===== src/mips_macros.svh =====
`ifndef MIPS_MACROS_SVH
`define MIPS_MACROS_SVH

// Datapath word width
`define WORD_W 32

// Unified memory size in words
`define MEM_DEPTH 256
`define MEM_AW 8

// Major opcodes
`define OP_RTYPE 6'd0
`define OP_J 6'd2
`define OP_BEQ 6'd4
`define OP_BNE 6'd5
`define OP_ADDI 6'd8
`define OP_SLTI 6'h0A
`define OP_ANDI 6'h0C
`define OP_ORI 6'h0D
`define OP_XORI 6'h0E
`define OP_LUI 6'h0F
`define OP_LW 6'd35
`define OP_SW 6'd43

// R-type funct codes
`define FN_SLL 6'd0
`define FN_SRL 6'd2
`define FN_SRA 6'd3
`define FN_ADD 6'd32
`define FN_SUB 6'd34
`define FN_AND 6'd36
`define FN_OR 6'd37
`define FN_XOR 6'd38
`define FN_NOR 6'd39
`define FN_SLT 6'd42

`endif


===== src/mips_pkg.sv =====
`include "mips_macros.svh"

package mips_pkg;

	typedef logic [`WORD_W-1:0] word_t;

	// Register format
	typedef struct packed {
		logic [5:0] opcode;
		logic [4:0] rs;
		logic [4:0] rt;
		logic [4:0] rd;
		logic [4:0] shamt;
		logic [5:0] funct;
	} rFmt_t;

	// Immediate format
	typedef struct packed {
		logic [5:0] opcode;
		logic [4:0] rs;
		logic [4:0] rt;
		logic [15:0] imm;
	} iFmt_t;

	// Jump format
	typedef struct packed {
		logic [5:0] opcode;
		logic [25:0] target;
	} jFmt_t;

	// Same instruction word, three views
	typedef union packed {
		rFmt_t rFmt;
		iFmt_t iFmt;
		jFmt_t jFmt;
	} instr_t;

	typedef enum logic [1:0] {
		ALUOP_ADD = 2'b00,
		ALUOP_SUB = 2'b01,
		ALUOP_RFUNCT = 2'b10,
		ALUOP_IMM = 2'b11
	} aluOp_t;

	typedef enum logic [3:0] {
		ALU_ADD, ALU_SUB, ALU_AND, ALU_OR, ALU_XOR, ALU_NOR,
		ALU_SLT, ALU_SLL, ALU_SRL, ALU_SRA, ALU_LUI
	} aluCtrl_t;

	// Sequencer states
	typedef enum logic [3:0] {
		FETCH = 4'd0,
		DECODE = 4'd1,
		MEM_ADR = 4'd2,
		MEM_READ = 4'd3,
		MEM_WRITEBACK = 4'd4,
		MEM_WRITE = 4'd5,
		EXECUTE = 4'd6,
		ALU_WRITEBACK = 4'd7,
		BRANCH = 4'd8,
		ITYPE_EXECUTE = 4'd9,
		ITYPE_WRITEBACK = 4'd10,
		JUMP = 4'd11,
		PRE_FETCH = 4'd12
	} cuState_t;

	// Datapath control bundle
	typedef struct packed {
		logic memToReg;
		logic iOrD;
		logic regDst;
		logic [1:0] pcSrc;
		logic [1:0] aluSrcA;
		logic [1:0] aluSrcB;
		logic [1:0] branch;
		logic irWrite;
		logic memWrite;
		logic pcWrite;
		logic regWrite;
		logic extOp;
		aluCtrl_t aluControl;
	} ctrl_t;

endpackage


===== src/alu.sv =====
`timescale 1ns/1ns

module alu import mips_pkg::*; (
	input word_t a,
	input word_t b,
	input logic [4:0] shamt,
	input aluCtrl_t op,
	output word_t y,
	output logic zero
);

	always_comb begin
		case (op)
			ALU_ADD: y = a + b;
			ALU_SUB: y = a - b;
			ALU_AND: y = a & b;
			ALU_OR: y = a | b;
			ALU_XOR: y = a ^ b;
			ALU_NOR: y = ~(a | b);
			// Signed compare
			ALU_SLT: y = {31'b0, $signed(a) < $signed(b)};
			// Shifts act on b by shamt
			ALU_SLL: y = b << shamt;
			ALU_SRL: y = b >> shamt;
			ALU_SRA: y = $signed(b) >>> shamt;
			// Immediate to upper half
			ALU_LUI: y = {b[15:0], 16'b0};
			default: y = a + b;
		endcase
	end

	// Equal operands after subtract
	assign zero = (y == '0);

endmodule


===== src/reg_file.sv =====
`timescale 1ns/1ns

module reg_file import mips_pkg::*; (
	input logic cclk,
	input logic we,
	input logic [4:0] ra1,
	input logic [4:0] ra2,
	input logic [4:0] wa,
	input word_t wd,
	output word_t rd1,
	output word_t rd2
);

	word_t regs [32];

	// Writes to r0 are dropped
	always_ff @(posedge cclk) begin
		if (we && (wa != 5'd0)) begin
			regs[wa] <= wd;
		end
	end

	// Reads are combinational, r0 hardwired
	assign rd1 = (ra1 == 5'd0) ? '0 : regs[ra1];
	assign rd2 = (ra2 == 5'd0) ? '0 : regs[ra2];

endmodule


===== src/datapath.sv =====
`timescale 1ns/1ns
`include "mips_macros.svh"

module datapath import mips_pkg::*; (
	input logic cclk,
	input logic rstb,
	input ctrl_t ctrl,
	input word_t memRData,
	output instr_t instr,
	output logic [`MEM_AW-1:0] memAddr,
	output word_t memWData,
	output logic memWrite
);

	word_t pc;
	word_t pcNext;
	instr_t ir;
	word_t regA;
	word_t regB;
	word_t aluOut;
	word_t rd1;
	word_t rd2;
	word_t srcA;
	word_t srcB;
	word_t aluY;
	word_t extImm;
	word_t wd;
	logic [4:0] wa;
	logic aluZero;
	logic pcEn;

	// Sign or zero extension of the immediate
	assign extImm = ctrl.extOp ? {{16{ir.iFmt.imm[15]}}, ir.iFmt.imm} : {16'b0, ir.iFmt.imm};

	// Operand A: PC, A reg, or B reg for shifts
	always_comb begin
		case (ctrl.aluSrcA)
			2'd1: srcA = regA;
			2'd2: srcA = regB;
			default: srcA = pc;
		endcase
	end

	// Operand B
	always_comb begin
		case (ctrl.aluSrcB)
			2'd0: srcB = regB;
			2'd1: srcB = 32'd4;
			2'd2: srcB = extImm;
			default: srcB = extImm << 2;
		endcase
	end

	alu aluInst (
		.a(srcA),
		.b(srcB),
		.shamt(ir.rFmt.shamt),
		.op(ctrl.aluControl),
		.y(aluY),
		.zero(aluZero)
	);

	// Write back target and data; loaded word comes straight from the memory register
	assign wa = ctrl.regDst ? ir.rFmt.rd : ir.rFmt.rt;
	assign wd = ctrl.memToReg ? memRData : aluOut;

	reg_file regFile (
		.cclk(cclk),
		.we(ctrl.regWrite),
		.ra1(ir.rFmt.rs),
		.ra2(ir.rFmt.rt),
		.wa(wa),
		.wd(wd),
		.rd1(rd1),
		.rd2(rd2)
	);

	// Next PC: incremented, branch target, or jump target
	always_comb begin
		case (ctrl.pcSrc)
			2'd1: pcNext = aluOut;
			2'd2: pcNext = {pc[31:28], ir.jFmt.target, 2'b00};
			default: pcNext = aluY;
		endcase
	end

	// beq on zero, bne on nonzero
	assign pcEn = ctrl.pcWrite | (ctrl.branch[0] & aluZero) | (ctrl.branch[1] & ~aluZero);

	always_ff @(posedge cclk) begin
		if (!rstb) begin
			pc <= '0;
		end else if (pcEn) begin
			pc <= pcNext;
		end
	end

	// IR on fetch, the rest every cycle
	always_ff @(posedge cclk) begin
		if (ctrl.irWrite) begin
			ir <= memRData;
		end
		regA <= rd1;
		regB <= rd2;
		aluOut <= aluY;
	end

	assign instr = ir;
	// Byte address to word address
	assign memAddr = ctrl.iOrD ? aluOut[`MEM_AW+1:2] : pc[`MEM_AW+1:2];
	assign memWData = regB;
	assign memWrite = ctrl.memWrite;

	// Offsets are scaled by four, so PC never leaves a word boundary
	assert property (@(posedge cclk) disable iff (!rstb) pc[1:0] == 2'b00);

endmodule


===== config.mk =====
export PLATFORM = sky130hd
export DESIGN_NAME = datapath
export DESIGN_NICKNAME = d
export VERILOG_FILES = /design/src/mips_pkg.sv /design/src/alu.sv /design/src/reg_file.sv /design/src/datapath.sv
export VERILOG_INCLUDE_DIRS = /design/src
export SDC_FILE = /design/constraint.sdc
export NUM_CORES = 2
export LEC_CHECK = 0
export BUFFER_PORTS_ARGS = -buffer_cell sky130_fd_sc_hd__buf_2
export CORE_MARGIN = 2
export CORE_UTILIZATION = 56
export DETAILED_ROUTE_END_ITERATION = 6
export PLACE_DENSITY = 0.72
export SETUP_SLACK_MARGIN = 0.05
export SLEW_MARGIN = 15
export SYNTH_ARGS = -nofsm -noshare
export SYNTH_HDL_FRONTEND = slang
export SYNTH_SLANG_ARGS = --single-unit

===== constraint.sdc =====
create_clock -name cclk -period 13.9 [get_ports cclk]
set_input_delay 0.695 -clock cclk [delete_from_list [all_inputs] [get_ports cclk]]
set_output_delay 0.695 -clock cclk [all_outputs]
set_load 0.1 [all_outputs]

# == Word level (Yosys, flattened, before mapping) ==
# Memories as Yosys holds them, arrays and structs flattened. A register that Yosys moved wholly into a read port is not among the register bits.
# Index checks and enable logic that the tools add are counted.
# totals
regBits,96
latch_bits,0
ram_bits,1024
mem_bits_ro,0
in_bits,54
out_inout_bits,73
word_cells,54
n_memories,1
# memory_table
name,words,width,rd,rd_ports_with_merged_regs,write_ports,line,rtl
regFile.regs,32,32,2,2,1,reg_file.sv:14,word_t regs [32];
# op_classes
addsub,2
n_mul,0
div_mod_pow,0
magnitude_cmp,1
n_eq_ne,16
shift,3
muxes,10
n_bitwise,10
n_reduce_logical,7
# op_table
op,count
$pmux W32 S10,1
$pmux W32 S2,2
$pmux W32 S3,1
$mux W32,2
$add A32 B32 Y32,1
$and A32 B32 Y32,1
$logic_not A32 Y1,1
$lt A32 B32 Y1,1
$not A32 Y32,1
$or A32 B32 Y32,1
$shl A32 B5 Y32,1
$shr A32 B5 Y32,1
$sshr A32 B5 Y32,1
$sub A32 B32 Y32,1
$xor A32 B32 Y32,1
$eq A4 B3 Y1 const B,4
$eq A4 B4 Y1 const B,3
$logic_not A5 Y1,2
$eq A4 B2 Y1 const B,2
$mux W8,1
$eq A2 B1 Y1 const B,3
$eq A2 B2 Y1 const B,3
$mux W5,1
$reduce_bool A5 Y1,1
8 further kinds,12

# == Logic depth before layout (Yosys ltp) ==
# logic_depth
ltp_word,10
mapped_depth,24
depth_no_buf,20

# == Modules after synthesis ==
# A second synthesis with hierarchy kept.
# unflattened
cells_unflattened,4625
area_unflattened_um2,64395.5
# modules_own_cells
module,n_inst,cells_per_inst,area_each_um2,seq_area_each_um2
reg_file,1,2564,47904.7,30749.5
alu,1,1497,10276.1,0.0
datapath,1,564,6214.7,3523.4

# == Least setup slack after synthesis ==
# No wires, ideal clock.
# synth_timing
path_type,register to register
start,"reg ir, in the netlist instr[6]"
end,reg pc[30]
setup_time_ns,0.135
t_arrival_ns,6.478
required_time_ns,13.765
setup_slack_ns,7.287
stages_incl_launch_ff,24
n_path_buf,7
period_less_slack_ns,6.613
cell_sequence,edfxtp_1 buf_2 buf_2 buf_2 buf_1 buf_2 mux2i_1 nor2_1 a21o_1 ha_1 buf_1 nor4_1 a21boi_1 o211ai_1 a31oi_1 nor2_1 a221o_1 a221o_1 or4b_2 or4_4 o21a_1 buf_6 o311ai_1 o41ai_1
# synth_between
word_cells_on_any_way,21
cone_classes,2 x add/sub; 1 x order compare; 3 x shift; 4 x mux; 9 x bitwise; 2 x reduce/logical
# synth_lines
element,line,rtl
"start, declared",datapath.sv:17,instr_t ir;
"start signal, assigned",datapath.sv:101,ir <= memRData;
$mux W32,datapath.sv:33,"assign extImm = ctrl.extOp ? {{16{ir.iFmt.imm[15]}}, ir.iFmt.imm} : {16'b0, ir.iFmt.imm};"
$pmux W32 S3,datapath.sv:46,case (ctrl.aluSrcB)
"$add A32 B32 Y32, or another cell as far along","alu.sv:14, alu.sv:28",
$pmux W32 S10 (*),alu.sv:13,case (op)
net aluInst.y[27],alu.sv:8,"output word_t y,"
$logic_not A32 Y1 (*),alu.sv:33,assign zero = (y == '0);
$and A1 B1 Y1 / $not A1 Y1 (equally long branches),datapath.sv:88,assign pcEn = ctrl.pcWrite | (ctrl.branch[0] & aluZero) | (ctrl.branch[1] & ~aluZero);
$or A1 B1 Y1 / $and A1 B1 Y1 (equally long branches),datapath.sv:88,
$or A1 B1 Y1 (*),datapath.sv:88,
$reduce_and A2 Y1 (no source line) (*),-,
"end signal, assigned",datapath.sv:94,pc <= pcNext;
"end, declared",datapath.sv:15,word_t pc;
# Mark *: on every way through the listed nets, which the timed path passes. The rest lies on a longest branch.
# A chain may end at the register's enable or synchronous reset.

# == Final worst setup path ==
# layout_timing
start,in ctrl[12] in the netlist's numbering
end,reg pc[30]
# layout_between
elab_chain_cells,10
word_cells_on_any_way,23
cone_classes,2 x add/sub; 1 x order compare; 2 x eq/ne; 3 x shift; 3 x mux; 9 x bitwise; 3 x reduce/logical
# layout_lines
element,line,rtl
"start, declared",datapath.sv:7,"input ctrl_t ctrl,"
"$eq A2 B2 Y1, or another cell as far along",datapath.sv:46,
$pmux W32 S3 (*),datapath.sv:46,
"parallel branches: the longest is 2 deep, another holds $add A32 B32 Y32",-,
$pmux W32 S10 (*),alu.sv:13,
net aluInst.y[27],alu.sv:8,
$logic_not A32 Y1 (*),alu.sv:33,
$and A1 B1 Y1 / $not A1 Y1 (equally long branches),datapath.sv:88,
$or A1 B1 Y1 / $and A1 B1 Y1 (equally long branches),datapath.sv:88,
$or A1 B1 Y1 (*),datapath.sv:88,
$reduce_and A2 Y1 (no source line) (*),-,
# Mark *: on every way through the listed nets, which the timed path passes.

==> impl_metrics.tcl <==
set metrics [dict create \
    run_status "finished, final reports clean" \
    crit_path_start "ctrl[12]" \
    critPathMaxStageDelay_ns 0.80 \
    min_from "memRData[4]" \
    die_x_um 343.7 \
    end_kind "flip-flop" \
    cts_tree "built" \
    p_clk_frac 0.323 \
    die_y_um 343.7 \
    cts_buffers 119 \
    fmax_mhz 129.3 \
    finalSetupViolCount 0 \
    cts_setup_buffers 0 \
    power_leakage_nw 23.92 \
    wirelength_mm 259.6 \
    synth-main-ff-cell "edfxtp_1" \
    final_util 0.6243 \
    die-area_mm2 0.1181 \
    synth_seq_cells 1184 \
    htree_num_levels 3 \
    wl_per_cell_um 41.66 \
    drcViolationCount 0 \
    grt_pass1_vias 45870 \
    worst_ep_arrival_time_ns 8.31 \
    synth_edf_count 1056 \
    io_pins 127 \
    seqPwrFrac 0.427 \
    antenna_found_initial 20 \
    hold_class "input port to flip-flop" \
    timing.final.crit_share 0.5563 \
    ys_types 101 \
    pwr_density_cell_mw_per_mm2 142.4 \
    slowest_stage "a2111oi_1" \
    cts_hold_buf 0 \
    drt_pass1_iterations 6 \
    postCtsResizedCells 0 \
    io_buffer_count 124 \
    synthArstFlopShare 0 \
    wl_met1_mm 89.49 \
    slew_headroom 0.1383 \
    finalSetupTns_ns 0 \
    cp_max_fo 35 \
    dpl.hpwl_mm 168.4 \
    final_max_slew_viol_count 0 \
    period_needed_ns 7.733 \
    vias_per_cell 7.687 \
    nets 4761 \
    final_hold_viol_count 0 \
    top_layer_used "met5" \
    cp_data_required_time_ns 14.48 \
    p_sw_frac 0.3286 \
    switchingPower_mw 3.342 \
    timing.rr.start "instr[7]" \
    internal_power_mw 6.827 \
    cap_viol_max_count 0 \
    wl_met2_mm 116.9 \
    synth-seq-area-share 0.5304 \
    routed-wl-met3_mm 32.90 \
    drive_gt1_frac 0.2564 \
    syn_area_mm2 0.06462 \
    core-area_mm2 0.1143 \
    grt-ovfl-total 0 \
    synth_warnings 0 \
    rsz0062_at_grt "no" \
    area_growth_pct 10.47 \
    drt_iter0_drc 8335 \
    power_frac_comb 0.249 \
    path_cells "buf_2, buf_4, buf_4, nor2_2, buf_4, a22o_1, ha_1, nor4_1, and2_1, a21boi_1, a2111oi_1, a31oi_1, nor2_1, o221ai_1, a221o_1, or4b_2, or4_4, o21a_1, o311ai_1, o41ai_1" \
    cts_sinks 1184 \
    avgSynthCellArea_um2 14.20 \
    critPathKind "input port to flip-flop" \
    crit_top_cell "buf_4" \
    rows 124 \
    worst_slew_pin_slew_ns 1.293 \
    clock_latency_ns 0.74 \
    ant_nets 0 \
    clkTransAtPathRegs_ns 0.07 \
    skew_ns 0.05728 \
    grt_max_degree 131 \
    synthCells 4552 \
    initial_core_util 0.5651 \
    crit_path_start_kind "input port" \
    grt_pass1_wl_mm 358.5 \
    grt.total_usage 0.4386 \
    gp_congestion 1.088 \
    num_vias 47899 \
    ctsLongestPathBuffers 3 \
    root_buffer "clkbuf_16" \
    ir_drop_uv 146.1 \
]
## cell usage after synthesis, types with 18 or more instances
master | count | area [um^2]
ha_1 | 100 | 1251
nor4_1 | 28 | 175.2
a221oi_1 | 46 | 402.9
dfxtp_1 | 128 | 2562
xnor2_1 | 22 | 192.7
a211oi_1 | 36 | 270.3
nor3_1 | 84 | 420.4
a221o_1 | 41 | 410.4
a22oi_1 | 56 | 420.4
mux2i_1 | 178 | 1782
o2111ai_1 | 34 | 297.8
a31oi_1 | 24 | 150.1
o22ai_1 | 42 | 262.8
o31ai_1 | 25 | 187.7
nand2b_1 | 36 | 225.2
mux4_2 | 576 | 12970
nor2_1 | 300 | 1126
nand2_1 | 209 | 784.5
buf_2 | 32 | 160.2
buf_1 | 85 | 319.1
inv_1 | 122 | 457.9
a21oi_1 | 256 | 1281
o21ai_0 | 173 | 865.8
nor2b_1 | 23 | 143.9
a21o_1 | 22 | 165.2
clkbuf_1 | 263 | 987.2
o211ai_1 | 38 | 285.3
a22o_1 | 18 | 157.7
o221ai_1 | 59 | 516.8
edfxtp_1 | 1056 | 31710
mux2_2 | 63 | 709.4
nand3_1 | 46 | 230.2
## flip-flops by register name, indices dropped and copies added, names as in the netlist
signal        count
regFile.regs   1024
aluOut           32
instr            32
memWData         32
pc               32
regA             32
## power by group through the flow
| stage | Sequential (mW) | Clock (mW) | Combinational, mW |
|---|---|---|---|
| 6_report | 4.35 | 3.29 | 2.53 |
| 5_1_grt | 4.34 | 3.44 | 2.60 |
| 2_1_floorplan | 4.50 | 0 | 1.40 |
| 4_1_cts | 4.33 | 3.31 | 2.45 |
| 3_5_place_dp | 4.40 | 0 | 2.43 |
| 3_3_place_gp | 4.40 | 0 | 2.44 |
## cells by family (layout without fill, tap and decap cells)
logic type / Yosys count / in the layout / synth area share
flops: 1184 / 1184 / 0.5304
compound gates: 1057 / 1057 / 0.1140
simple gates: 847 / 847 / 0.06157
mux: 818 / 818 / 0.2395
buf+inv: 518 / 643 / 0.03112
fa+ha+maj: 102 / 102 / 0.01998
xor+xnor: 25 / 25 / 0.003388
other cells: 1 / 43 / 0.00005803
## worst paths after layout
kind	to	slack [ns]	depth (start not counted)
min	instr[4]	0.16	1
min reg2reg	pc[15]	0.49	2
max	pc[30]	6.17	20
max reg2reg	pc[30]	6.21	20
## cell usage in the layout, fill, tap and decap left out, types with 59 or more instances in the layout
cell	Yosys	final
nand2_1	209	209
mux2_2	63	63
o21ai_0	173	172
edfxtp_1	1056	1056
buf_2	32	125
o221ai_1	59	59
buf_4	3	155
clkbuf_16	0	121
nor2_1	300	270
nor3_1	84	82
a21oi_1	256	256
mux4_2	576	576
mux2i_1	178	178
dfxtp_1	128	128
ha_1	100	99
inv_1	122	121
## metrics by stage
stage / hold slack [ns] / instances / setup slack, ns / power, mW / area [um^2]
5_1_grt: 0.1534 / 6221 / 6.003 / 10.38 / 71360
6_report: 0.1622 / 6231 / 6.167 / 10.17 / 71390
3_3_place_gp: 0.4660 / 5994 / 5.870 / 6.837 / 67330
4_1_cts: 0.1382 / 6219 / 6.497 / 10.08 / 71350
2_1_floorplan: 0.4541 / 4583 / 7.287 / 5.893 / 64740
3_5_place_dp: 0.4704 / 5995 / 5.751 / 6.837 / 67330
## layout make-up
class | count | area [um^2]
Clock inverter | 54 | 681.9
Timing Repair Buffer | 286 | 1901
Inverter | 133 | 499.2
Fill cell | 8270 | 42960
Antenna cell | 11 | 27.53
Clock buffer | 170 | 3334
Multi-Input combinational cell | 2881 | 28780
Sequential cell | 1184 | 34270
Tap cell | 1512 | 1892
## routing by layer
metal  vias up  global-route usage
li1      18776                   -
met5         -                   0
met1     24015              0.5601
met2      4152              0.6650
met4        16              0.2759
met3       940              0.1259
## worst max-delay path: cells and delay by family
kind            cells  cell delay (ns)
simple gates        6             2.02
fa+ha+maj           1             0.73
compound gates      9             3.54
buf+inv             4             1.23
Note: power is estimated with default switching activity, not from simulation.
