==> src/mips_macros.svh <==
`ifndef MIPS_MACROS_SVH
`define MIPS_MACROS_SVH

// Datapath word width
`define WORD_W 32

// Unified memory size in words
`define MEM_DEPTH 256
`define MEM_AW 8

// Major opcodes
`define OP_RTYPE 6'd0
`define OP_J 6'd2
`define OP_BEQ 6'd4
`define OP_BNE 6'd5
`define OP_ADDI 6'd8
`define OP_SLTI 6'h0A
`define OP_ANDI 6'h0C
`define OP_ORI 6'h0D
`define OP_XORI 6'h0E
`define OP_LUI 6'h0F
`define OP_LW 6'd35
`define OP_SW 6'd43

// R-type funct codes
`define FN_SLL 6'd0
`define FN_SRL 6'd2
`define FN_SRA 6'd3
`define FN_ADD 6'd32
`define FN_SUB 6'd34
`define FN_AND 6'd36
`define FN_OR 6'd37
`define FN_XOR 6'd38
`define FN_NOR 6'd39
`define FN_SLT 6'd42

`endif

==> src/mips_pkg.sv <==
`include "mips_macros.svh"

package mips_pkg;

	typedef logic [`WORD_W-1:0] word_t;

	// Register format
	typedef struct packed {
		logic [5:0] opcode;
		logic [4:0] rs;
		logic [4:0] rt;
		logic [4:0] rd;
		logic [4:0] shamt;
		logic [5:0] funct;
	} rFmt_t;

	// Immediate format
	typedef struct packed {
		logic [5:0] opcode;
		logic [4:0] rs;
		logic [4:0] rt;
		logic [15:0] imm;
	} iFmt_t;

	// Jump format
	typedef struct packed {
		logic [5:0] opcode;
		logic [25:0] target;
	} jFmt_t;

	// Same instruction word, three views
	typedef union packed {
		rFmt_t rFmt;
		iFmt_t iFmt;
		jFmt_t jFmt;
	} instr_t;

	typedef enum logic [1:0] {
		ALUOP_ADD = 2'b00,
		ALUOP_SUB = 2'b01,
		ALUOP_RFUNCT = 2'b10,
		ALUOP_IMM = 2'b11
	} aluOp_t;

	typedef enum logic [3:0] {
		ALU_ADD, ALU_SUB, ALU_AND, ALU_OR, ALU_XOR, ALU_NOR,
		ALU_SLT, ALU_SLL, ALU_SRL, ALU_SRA, ALU_LUI
	} aluCtrl_t;

	// Sequencer states
	typedef enum logic [3:0] {
		FETCH = 4'd0,
		DECODE = 4'd1,
		MEM_ADR = 4'd2,
		MEM_READ = 4'd3,
		MEM_WRITEBACK = 4'd4,
		MEM_WRITE = 4'd5,
		EXECUTE = 4'd6,
		ALU_WRITEBACK = 4'd7,
		BRANCH = 4'd8,
		ITYPE_EXECUTE = 4'd9,
		ITYPE_WRITEBACK = 4'd10,
		JUMP = 4'd11,
		PRE_FETCH = 4'd12
	} cuState_t;

	// Datapath control bundle
	typedef struct packed {
		logic memToReg;
		logic iOrD;
		logic regDst;
		logic [1:0] pcSrc;
		logic [1:0] aluSrcA;
		logic [1:0] aluSrcB;
		logic [1:0] branch;
		logic irWrite;
		logic memWrite;
		logic pcWrite;
		logic regWrite;
		logic extOp;
		aluCtrl_t aluControl;
	} ctrl_t;

endpackage

==> src/alu_decoder.sv <==
`timescale 1ns/1ns
`include "mips_macros.svh"

module alu_decoder import mips_pkg::*; (
	input aluOp_t aluOp,
	input logic [5:0] funct,
	input logic [5:0] opcode,
	output aluCtrl_t aluControl
);

	always_comb begin
		aluControl = ALU_ADD;
		case (aluOp)
			// Address and PC arithmetic
			ALUOP_ADD: aluControl = ALU_ADD;
			// Branch compare
			ALUOP_SUB: aluControl = ALU_SUB;
			ALUOP_RFUNCT: begin
				case (funct)
					`FN_ADD: aluControl = ALU_ADD;
					`FN_SUB: aluControl = ALU_SUB;
					`FN_AND: aluControl = ALU_AND;
					`FN_OR: aluControl = ALU_OR;
					`FN_XOR: aluControl = ALU_XOR;
					`FN_NOR: aluControl = ALU_NOR;
					`FN_SLT: aluControl = ALU_SLT;
					`FN_SLL: aluControl = ALU_SLL;
					`FN_SRL: aluControl = ALU_SRL;
					`FN_SRA: aluControl = ALU_SRA;
					default: aluControl = ALU_ADD;
				endcase
			end
			ALUOP_IMM: begin
				// I-type ops picked by opcode
				case (opcode)
					`OP_ADDI: aluControl = ALU_ADD;
					`OP_SLTI: aluControl = ALU_SLT;
					`OP_ANDI: aluControl = ALU_AND;
					`OP_ORI: aluControl = ALU_OR;
					`OP_XORI: aluControl = ALU_XOR;
					`OP_LUI: aluControl = ALU_LUI;
					default: aluControl = ALU_ADD;
				endcase
			end
			default: aluControl = ALU_ADD;
		endcase
	end

endmodule

==> src/control_unit.sv <==
`timescale 1ns/1ns
`include "mips_macros.svh"

module control_unit import mips_pkg::*; (
	input logic cclk,
	input logic rstb,
	input instr_t instr,
	output ctrl_t ctrl
);

	cuState_t state;
	cuState_t stateNext;
	aluOp_t aluOp;
	aluCtrl_t aluControl;
	logic [5:0] opcode;
	logic [5:0] funct;
	logic isShift;

	assign opcode = instr.rFmt.opcode;
	assign funct = instr.rFmt.funct;
	// Shifts take their operand from B
	assign isShift = (funct == `FN_SLL) || (funct == `FN_SRL) || (funct == `FN_SRA);

	alu_decoder aluDecoder (
		.aluOp(aluOp),
		.funct(funct),
		.opcode(opcode),
		.aluControl(aluControl)
	);

	// State register
	always_ff @(posedge cclk) begin
		if (!rstb) begin
			state <= PRE_FETCH;
		end else begin
			state <= stateNext;
		end
	end

	// Next state
	always_comb begin
		stateNext = state;
		case (state)
			PRE_FETCH: stateNext = FETCH;
			FETCH: stateNext = DECODE;
			DECODE: begin
				// Unknown opcode parks the sequencer here
				case (opcode)
					`OP_LW, `OP_SW: stateNext = MEM_ADR;
					`OP_RTYPE: stateNext = EXECUTE;
					`OP_BEQ, `OP_BNE: stateNext = BRANCH;
					`OP_ADDI, `OP_SLTI, `OP_ANDI, `OP_ORI, `OP_XORI, `OP_LUI: begin
						stateNext = ITYPE_EXECUTE;
					end
					`OP_J: stateNext = JUMP;
					default: stateNext = DECODE;
				endcase
			end
			MEM_ADR: begin
				case (opcode)
					`OP_LW: stateNext = MEM_READ;
					`OP_SW: stateNext = MEM_WRITE;
					default: stateNext = MEM_ADR;
				endcase
			end
			MEM_READ: stateNext = MEM_WRITEBACK;
			EXECUTE: stateNext = ALU_WRITEBACK;
			ITYPE_EXECUTE: stateNext = ITYPE_WRITEBACK;
			// Last state of every instruction
			MEM_WRITEBACK, MEM_WRITE, ALU_WRITEBACK, BRANCH, ITYPE_WRITEBACK, JUMP: begin
				stateNext = PRE_FETCH;
			end
			default: stateNext = PRE_FETCH;
		endcase
	end

	// Control outputs per state
	always_comb begin
		ctrl = '0;
		aluOp = ALUOP_ADD;
		// Zero extension only for the logic immediates
		ctrl.extOp = !((opcode == `OP_ANDI) || (opcode == `OP_ORI) || (opcode == `OP_XORI));
		case (state)
			// Memory read at PC, nothing written
			PRE_FETCH: ctrl.iOrD = 1'b0;
			FETCH: begin
				// IR load and PC+4 in one edge
				ctrl.aluSrcA = 2'd0;
				ctrl.aluSrcB = 2'd1;
				ctrl.pcSrc = 2'd0;
				ctrl.irWrite = 1'b1;
				ctrl.pcWrite = 1'b1;
			end
			DECODE: begin
				// Branch target into ALUOut
				ctrl.aluSrcA = 2'd0;
				ctrl.aluSrcB = 2'd3;
			end
			MEM_ADR: begin
				ctrl.aluSrcA = 2'd1;
				ctrl.aluSrcB = 2'd2;
			end
			MEM_READ: ctrl.iOrD = 1'b1;
			MEM_WRITEBACK: begin
				ctrl.memToReg = 1'b1;
				ctrl.regDst = 1'b0;
				ctrl.regWrite = 1'b1;
			end
			MEM_WRITE: begin
				ctrl.iOrD = 1'b1;
				ctrl.memWrite = 1'b1;
			end
			EXECUTE: begin
				ctrl.aluSrcA = isShift ? 2'd2 : 2'd1;
				ctrl.aluSrcB = 2'd0;
				aluOp = ALUOP_RFUNCT;
			end
			ALU_WRITEBACK: begin
				ctrl.regDst = 1'b1;
				ctrl.regWrite = 1'b1;
			end
			BRANCH: begin
				// Compare A and B, PC from ALUOut
				ctrl.pcSrc = 2'd1;
				ctrl.aluSrcA = 2'd1;
				ctrl.aluSrcB = 2'd0;
				ctrl.branch = {opcode == `OP_BNE, opcode == `OP_BEQ};
				aluOp = ALUOP_SUB;
			end
			ITYPE_EXECUTE: begin
				ctrl.aluSrcA = 2'd1;
				ctrl.aluSrcB = 2'd2;
				aluOp = ALUOP_IMM;
			end
			ITYPE_WRITEBACK: begin
				ctrl.regDst = 1'b0;
				ctrl.regWrite = 1'b1;
			end
			JUMP: begin
				ctrl.pcSrc = 2'd2;
				ctrl.pcWrite = 1'b1;
			end
			default: ctrl.iOrD = 1'b0;
		endcase
		ctrl.aluControl = aluControl;
	end

	// Memory store and register write belong to different states
	assert property (@(posedge cclk) disable iff (!rstb)
		!(ctrl.memWrite && ctrl.regWrite));

	// Only supported opcodes get decoded
	assert property (@(posedge cclk) disable iff (!rstb)
		state == DECODE |=> state != DECODE);

endmodule

==> config.mk <==
export PLATFORM = sky130hd
export DESIGN_NAME = control_unit
export DESIGN_NICKNAME = d
export VERILOG_FILES = /design/src/mips_pkg.sv /design/src/alu_decoder.sv /design/src/control_unit.sv
export VERILOG_INCLUDE_DIRS = /design/src
export SDC_FILE = /design/constraint.sdc
export NUM_CORES = 1
export LEC_CHECK = 0
export BUFFER_PORTS_ARGS = -buffer_cell sky130_fd_sc_hd__buf_2
export CAP_MARGIN = 10
export CORE_MARGIN = 2
export CORE_UTILIZATION = 31
export CTS_CLUSTER_DIAMETER = 150
export DETAILED_ROUTE_END_ITERATION = 7
export PLACE_DENSITY_LB_ADDON = 0.08
export SYNTH_ARGS = -nofsm -noshare
export SYNTH_HDL_FRONTEND = slang
export SYNTH_HIERARCHICAL = 1
export SYNTH_SLANG_ARGS = --single-unit
==> constraint.sdc <==
create_clock -name cclk -period 2.9 [get_ports cclk]
set_input_delay 0.29 -clock cclk [delete_from_list [all_inputs] [get_ports cclk]]
set_output_delay 0.29 -clock cclk [all_outputs]
set_load 0.02 [all_outputs]
## Word-level counts from Yosys, hierarchy flattened

Cells that the tools add are included.

- Register bits after elaboration: 4
- Output and inout bits: 20
- Bits of input ports: 34
- Logic and storage cells: 69

- Equal/unequal tests: 34
- Reductions and logical operators: 16
- Muxes and demuxes: 18

Operators by type and width:

| operator | number |
|---|---|
| $pmux W4 S5 | 3 |
| $eq A6 B6 Y1 const B | 8 |
| $eq A6 B4 Y1 const B | 6 |
| $pmux W4 S9 | 1 |
| $pmux W4 S7 | 1 |
| $eq A4 B4 Y1 const B | 5 |
| $eq A6 B2 Y1 const B | 3 |
| $eq A4 B3 Y1 const B | 4 |
| $pmux W4 S4 | 1 |
| $eq A6 B3 Y1 const B | 2 |
| $logic_not A6 Y1 | 2 |
| $reduce_or A2 Y1 | 5 |
| $eq A4 B2 Y1 const B | 2 |
| $mux W1 | 7 |
| $pmux W2 S3 | 1 |
| $pmux W3 S2 | 1 |
| $reduce_or A6 Y1 | 1 |
| $eq A2 B2 Y1 const B | 2 |
| $eq A4 B1 Y1 const B | 1 |
| $logic_not A4 Y1 | 1 |
| $logic_or A1 B1 Y1 | 4 |
| $mux W2 | 2 |
| $pmux W2 S2 | 1 |
| $reduce_or A3 Y1 | 1 |
| 3 further kinds | 3 |

## Longest topological paths before layout

Gate-level depths: netlist of run 1.

- Depth after elaboration: 5
- Mapped depth: 5
- Depth with buffers taken out: 5

## Hierarchy

Netlist of run 1, hierarchy kept.

Modules (own cells, without submodules):

| module | cells an instance | instances | seq. area each (um^2) | area an instance (um^2) |
|---|---|---|---|---|
| control_unit | 75 | 1 | 80.1 | 501.7 |
| alu_decoder | 33 | 1 | 0.0 | 240.2 |

## Worst setup path after synthesis of run 1

OpenSTA, ideal clock, no wires.

- Path kind: reg2out
- From: register state[2]
- To: output port ctrl[10] in the netlist's numbering
- Path buffers: 0
- Cell stages (with the launch flop): 4
- Required time: 2.610 ns
- Slack: 0.950 ns
- Arrival: 1.660 ns
- Cells stage by stage: dfxtp_1 > nand2b_1 > or3_1 > nor4b_1

RTL lines:

| element | RTL line | RTL |
|---|---|---|
| start: declaration | control_unit.sv:11 | `cuState_t state;` |
| start signal: assignment | control_unit.sv:36 | `state <= stateNext;` |
| end: declaration | control_unit.sv:8 | `output ctrl_t ctrl` |

==> impl_metrics.env, run 1 <==
export IMPL_status="finished clean"
export IMPL_setup_viol=0
export IMPL_diodes=0
export IMPL_syn_cell_area_um2=742
export IMPL_synth_compound_area_frac=0.282
export IMPL_drt_iter0_drc=17
export IMPL_placedCellCount=164
export IMPL_ys_warn_count=6
export IMPL_cts_tree="yes"
export IMPL_grtUsageMet2=0.252
export IMPL_reg2reg_to="state[1]"
export IMPL_power_leakage_nw=0.393
export IMPL_cts_resized=0
export IMPL_final_common_cell="buf_2"
export IMPL_drc=0
export IMPL_n_fill_cell=264
export IMPL_rrSetupSlack_ns=1.37
export IMPL_pwr_density_cell_nw_per_um2=359
export IMPL_synth_fp_nets=142
export IMPL_grt_max_degree=17
export IMPL_holdBufCountCts=0
export IMPL_num_vias=904
export IMPL_busiest_layer="met2"
export IMPL_fmax_ghz=0.398
export IMPL_die_w_um=52.9
export IMPL_min_period_ns=2.51
export IMPL_cts_setup_buffers=0
export IMPL_cts_max_level=1
export IMPL_internal_power_mw=0.175
export IMPL_clk_latency_ns=0.23
export IMPL_firstDrtPassIters=4
export IMPL_syn_to_final_growth_pct=26.0
export IMPL_yosys_most_used_dff="dfxtp_1"
export IMPL_largest_reg_flops=4
export IMPL_tightest_slew_ns=0.466
export IMPL_die_area_um2=2800
export IMPL_final_util=0.418
export IMPL_syn_inst=108
export IMPL_clkTransAtPathRegs_ns=0.03
export IMPL_routedWlPerCell_um=13.1
export IMPL_gp_congestion=0.747
export IMPL_p_switching_mw=0.160
export IMPL_max_slew_margin_rel=0.689
export IMPL_rsz0062_at_grt="false"
export IMPL_drive_above_1_share=0.302
export IMPL_arrival_ns=2.22
export IMPL_grt_pass1_wl_um=3550
export IMPL_end_kind="output port"
export IMPL_clockRootBuffer="clkbuf_4"
export IMPL_timing_rr_start="state[1]"
export IMPL_cp_num_buf_inv=1
export IMPL_track_usage=0.165
export IMPL_clock_sinks=4
export IMPL_critPathMaxFanout=13
export IMPL_sw_frac_of_total=0.478
export IMPL_layout_nets=175
export IMPL_tns_ns=0
export IMPL_seq_area_frac_synth=0.108
export IMPL_antenna_found_initial=0
export IMPL_grt_met1_usage=0.244
export IMPL_rows=17
export IMPL_synth_simple_area_share=0.514
export IMPL_setup_slack_ns=0.389
export IMPL_peakVddDrop_v=0.000484
export IMPL_pre_cts_ws_ns=0.638
export IMPL_avgSynthCellArea_um2=6.87
export IMPL_ys_types=44
export IMPL_layout_worst_path_cycle_share=0.866
export IMPL_io_pins=54
export IMPL_holdWs_ns=0.426
export IMPL_power_frac_clock=0.201
export IMPL_slowest_delay_ns=0.56
export IMPL_cpMaxStageDelayCell="dfxtp_1"
export IMPL_min_to="state[3]"
export IMPL_port_buffers=33
export IMPL_power_total_mw=0.336
export IMPL_power_frac_seq=0.272
export IMPL_via_per_inst=5.41
export IMPL_grtUsageMet3=0.0367
export IMPL_ant_nets=0
export IMPL_slew_violations=0
export IMPL_numCtsBuffers=3
export IMPL_ys_seq_elements=4
export IMPL_dp_hpwl_um=1640
export IMPL_whs_path_depth=3
export IMPL_finalNonFillerCells=167
export IMPL_hold_violations=0
export IMPL_reg2reg_depth=3
export IMPL_min_from="rstb"
export IMPL_worstPathCellList="nand2b_1, nor2_1, and4bb_2, a21oi_1, a311oi_2, buf_2"
export IMPL_async_reset_ff_frac=0
export IMPL_hp_class="in2reg"
export IMPL_crit_required_ns=2.61
export IMPL_synthMuxAreaShare=0
export IMPL_grt_overflow=0
export IMPL_path_delay_family="simple AND/OR/NAND/NOR gates"
export IMPL_layout_top_registers="state (4)"
export IMPL_synthXorXnorAreaFrac=0.0354
export IMPL_startpoint_type="register"
export IMPL_synth_edf_count=0
export IMPL_routed_wl_um=2180
export IMPL_p_comb_frac=0.528
export IMPL_largest_register="state"
export IMPL_grt_pass1_vias=769
export IMPL_core_um2=2230
export IMPL_finClkSkew_ns=0.00566
export IMPL_final_cell_area_um2=935
export IMPL_layout_common_cells="buf_2, nor2_1, nand2_1"
export IMPL_start_util=0.332
export IMPL_yosys_area_share_adder=0
export IMPL_max_cap_violations=0
export IMPL_crit_type="reg2out"
export IMPL_die_h_um=52.9
export IMPL_synth_top_family_by_area="simple AND/OR/NAND/NOR gates"
export IMPL_clockBufferDepth=2
export IMPL_placed_area_um2=912
-- synth_stat cells, types with 3 or more instances --
| cell type | number | share of area |
|---|---|---|
| nor3_1 | 5 | 0.034 |
| o21ai_0 | 5 | 0.034 |
| inv_1 | 4 | 0.020 |
| nand2b_1 | 6 | 0.051 |
| nand2_1 | 9 | 0.046 |
| buf_2 | 3 | 0.020 |
| nand4_1 | 4 | 0.034 |
| nor2_1 | 13 | 0.066 |
| a21oi_1 | 3 | 0.020 |
| a31oi_1 | 3 | 0.025 |
| nor4b_1 | 4 | 0.047 |
| nor4_1 | 3 | 0.025 |
| dfxtp_1 | 4 | 0.11 |
| nor3b_1 | 3 | 0.030 |
-- area by class of cell --
cell class	count	area [um2]	share of cell area
repair buffers	33	165	0.177
flip-flops and latches	4	80.1	0.0857
well taps	28	35.0	0.0375
inverters	4	15.0	0.0161
multi-input cells	95	617	0.660
clock buffers	3	22.5	0.0241
-- power by group through the flow --
stage	logic [mW]	registers, mW	clock network, mW
floorplan	0.137	0.0709	0
global placement	0.174	0.0920	0
detailed placement	0.177	0.0913	0
CTS	0.178	0.0912	0.0696
global route	0.195	0.0945	0.0741
finish	0.177	0.0912	0.0673
-- metal layers --
layer | share of wire | up-vias
li1 | - | 484
met1 | 0.51 | 398
met4 | 0 | 0
met3 | 0.054 | 0
met5 | 0 | -
met2 | 0.44 | 22
-- kinds of logic after synthesis --
kind of cell,after synthesis
AND/OR/NAND/NOR,64
AO/OA/AOI/OAI,28
buffers and inverters,9
flip-flops,4
XOR/XNOR,3
-- how the worst max path moves through the flow --
stage,start,to,slack (ns),cells past startpoint
floorplan,state[2],ctrl[10],0.95,3
global placement,state[2],ctrl[1],0.64,6
detailed placement,state[3],ctrl[2],0.64,6
CTS,state[3],ctrl[2],0.38,6
global route,state[2],ctrl[1],0.12,6
finish,state[3],ctrl[2],0.39,6
-- worst min-delay path: stages --
cell	delay, ns
buf_2	0.09
and3_1	0.18
nand2_1	0.06
No activity file was read; power rests on OpenSTA's default activity.
==> run 2: changes to the inputs <==
- ABC_AREA: not set -> 1
- CORE_UTILIZATION: 31 -> 43
- SLEW_MARGIN: not set -> 20
==> run 2 against run 1 <==
Compared with the run above:
- design area grew 2.1%
- synthesized cell count grew 37%
- sequential power shrank 15%
- clock power shrank 2%
- combinational power grew 7%
- worst setup slack gained 0.49 ns
- final cell count grew 20%
- count of clock-buffer cells in the layout is the same
- clock skew shrank 0.0029 ns
- fmax grew 24%
- global-route usage grew 2.1 points
- critical path depth grew 3
- critical endpoint unchanged
==> impl_metrics.env, run 2 <==
export IMPL_status="finished clean"
export IMPL_largest_register="state"
export IMPL_gp_congestion=0.808
export IMPL_rrSetupSlack_ns=1.63
export IMPL_power_leakage_nw=0.570
export IMPL_peakVddDrop_v=0.000408
export IMPL_yosysMostFrequentCell="nor2_1"
export IMPL_holdWs_ns=0.346
export IMPL_diodes=0
export IMPL_end_kind="output port"
export IMPL_layout_worst_path_cycle_share=0.697
export IMPL_final_common_cell="buf_2"
export IMPL_power_total_mw=0.333
export IMPL_die_h_um=45.6
export IMPL_seq_area_frac_synth=0.107
export IMPL_routedWlPerCell_um=9.46
export IMPL_whs_path_depth=3
export IMPL_rsz0062_at_grt="false"
export IMPL_clk_latency_ns=0.23
export IMPL_layout_top_registers="state (4)"
export IMPL_synth_common_cells="nor2_1, nand2_1, inv_1, nand3_1, nand4_1"
export IMPL_cts_tree="yes"
export IMPL_routed_wl_um=1900
export IMPL_min_to="state[1]"
export IMPL_max_slew_margin_rel=0.776
export IMPL_pwr_density_cell_nw_per_um2=349
export IMPL_tightest_slew_ns=0.334
export IMPL_crit_type="reg2out"
export IMPL_tns_ns=0
export IMPL_crit_required_ns=2.61
export IMPL_dp_hpwl_um=1630
export IMPL_drc=0
export IMPL_grt_max_degree=10
export IMPL_layout_common_cells="buf_2, nor2_1, nand2_1"
export IMPL_async_reset_ff_frac=0
export IMPL_die_w_um=45.6
export IMPL_finClkSkew_ns=0.00273
export IMPL_die_area_um2=2080
export IMPL_antenna_found_initial=0
export IMPL_ys_warn_count=6
export IMPL_ys_seq_elements=4
export IMPL_clkTransAtPathRegs_ns=0.04
export IMPL_reg2reg_to="state[3]"
export IMPL_grt_pass1_vias=771
export IMPL_final_util=0.572
export IMPL_slew_violations=0
export IMPL_start_util=0.446
export IMPL_track_usage=0.187
export IMPL_cts_setup_buffers=0
export IMPL_io_pins=54
export IMPL_drive_above_1_share=0.315
export IMPL_pre_cts_ws_ns=1.09
export IMPL_min_from="rstb"
export IMPL_cts_resized=0
export IMPL_arrival_ns=1.73
export IMPL_timing_rr_start="state[3]"
export IMPL_clock_sinks=4
export IMPL_largest_reg_flops=4
export IMPL_syn_to_final_growth_pct=28.0
export IMPL_final_cell_area_um2=955
export IMPL_grt_overflow=0
export IMPL_synth_top_area_share=0.136
export IMPL_critPathMaxFanout=4
export IMPL_syn_cell_area_um2=746
export IMPL_synth_fp_nets=182
export IMPL_hp_class="in2reg"
export IMPL_port_buffers=33
export IMPL_numCtsBuffers=3
export IMPL_synth_area_leaders="nor2_1, nand2_1, inv_1"
export IMPL_reg2reg_depth=7
export IMPL_synth_top_cell_by_area="nor2_1"
export IMPL_grt_pass1_wl_um=3010
export IMPL_placedCellCount=198
export IMPL_cts_max_level=1
export IMPL_setup_viol=0
export IMPL_min_period_ns=2.02
export IMPL_fmax_ghz=0.495
export IMPL_ys_types=18
export IMPL_hold_violations=0
export IMPL_synth_edf_count=0
export IMPL_rows=15
export IMPL_num_vias=1008
export IMPL_holdBufCountCts=0
export IMPL_syn_inst=148
export IMPL_max_cap_violations=0
export IMPL_clockBufferDepth=2
export IMPL_via_per_inst=5.01
export IMPL_firstDrtPassIters=4
export IMPL_finalNonFillerCells=201
export IMPL_yosys_most_used_dff="dfxtp_1"
export IMPL_layout_nets=220
export IMPL_core_um2=1670
export IMPL_placed_area_um2=932
export IMPL_clockRootBuffer="clkbuf_4"
export IMPL_setup_slack_ns=0.880
export IMPL_drt_iter0_drc=20
export IMPL_avgSynthCellArea_um2=5.04
export IMPL_ant_nets=0
export IMPL_startpoint_type="register"
## run 2: how the worst max path moves through the flow
| stage | depth (start not counted) | slack, ns | to | start |
|---|---|---|---|---|
| floorplan | 6 | 1.22 | ctrl[10] | state[3] |
| global placement | 9 | 1.07 | ctrl[2] | state[3] |
| detailed placement | 9 | 1.09 | ctrl[2] | state[3] |
| CTS | 9 | 0.85 | ctrl[2] | state[3] |
| global route | 9 | 0.68 | ctrl[2] | state[3] |
| finish | 9 | 0.88 | ctrl[2] | state[3] |
## run 2: kinds of logic (layout without fill, tap and decap cells)
group | after synthesis | after routing | share of synthesized area
compound gates | 12 | 12 | 0.0839
buf+inv | 32 | 68 | 0.161
flops | 4 | 4 | 0.107
simple gates | 100 | 100 | 0.648
## run 2: power breakdown
group	switching [mW]	leakage, nW	internal [mW]	total (mW)
combinational	0.130	0.523	0.0596	0.190
sequential	0.0130	0.0329	0.0647	0.0776
clock	0.0198	0.0138	0.0461	0.0659
total	0.163	0.570	0.170	0.333
## run 2: cell type report
cell class                 instances  area, um2
clock buffer                       3       22.5
fill                             190        716
inverter                          32        120
multi-input combinational        112        546
sequential                         4       80.1
tap                               17       21.3
timing repair buffer              33        165
## run 2: critical path: stages, from the launching register on
cell	delay (ns)
dfxtp_1	0.39
inv_2	0.04
nor2_1	0.20
inv_2	0.09
nor2_1	0.28
nand2_1	0.11
inv_1	0.09
nand4_1	0.08
nand2_1	0.07
buf_2	0.15
## run 2: layer usage
layer | share of wire | up-vias | global-route usage
met5 | 0 | - | 0
met4 | 0 | 0 | 0.0176
met3 | 0.044 | 0 | 0.0238
met2 | 0.46 | 30 | 0.310
met1 | 0.50 | 432 | 0.264
li1 | - | 546 | -
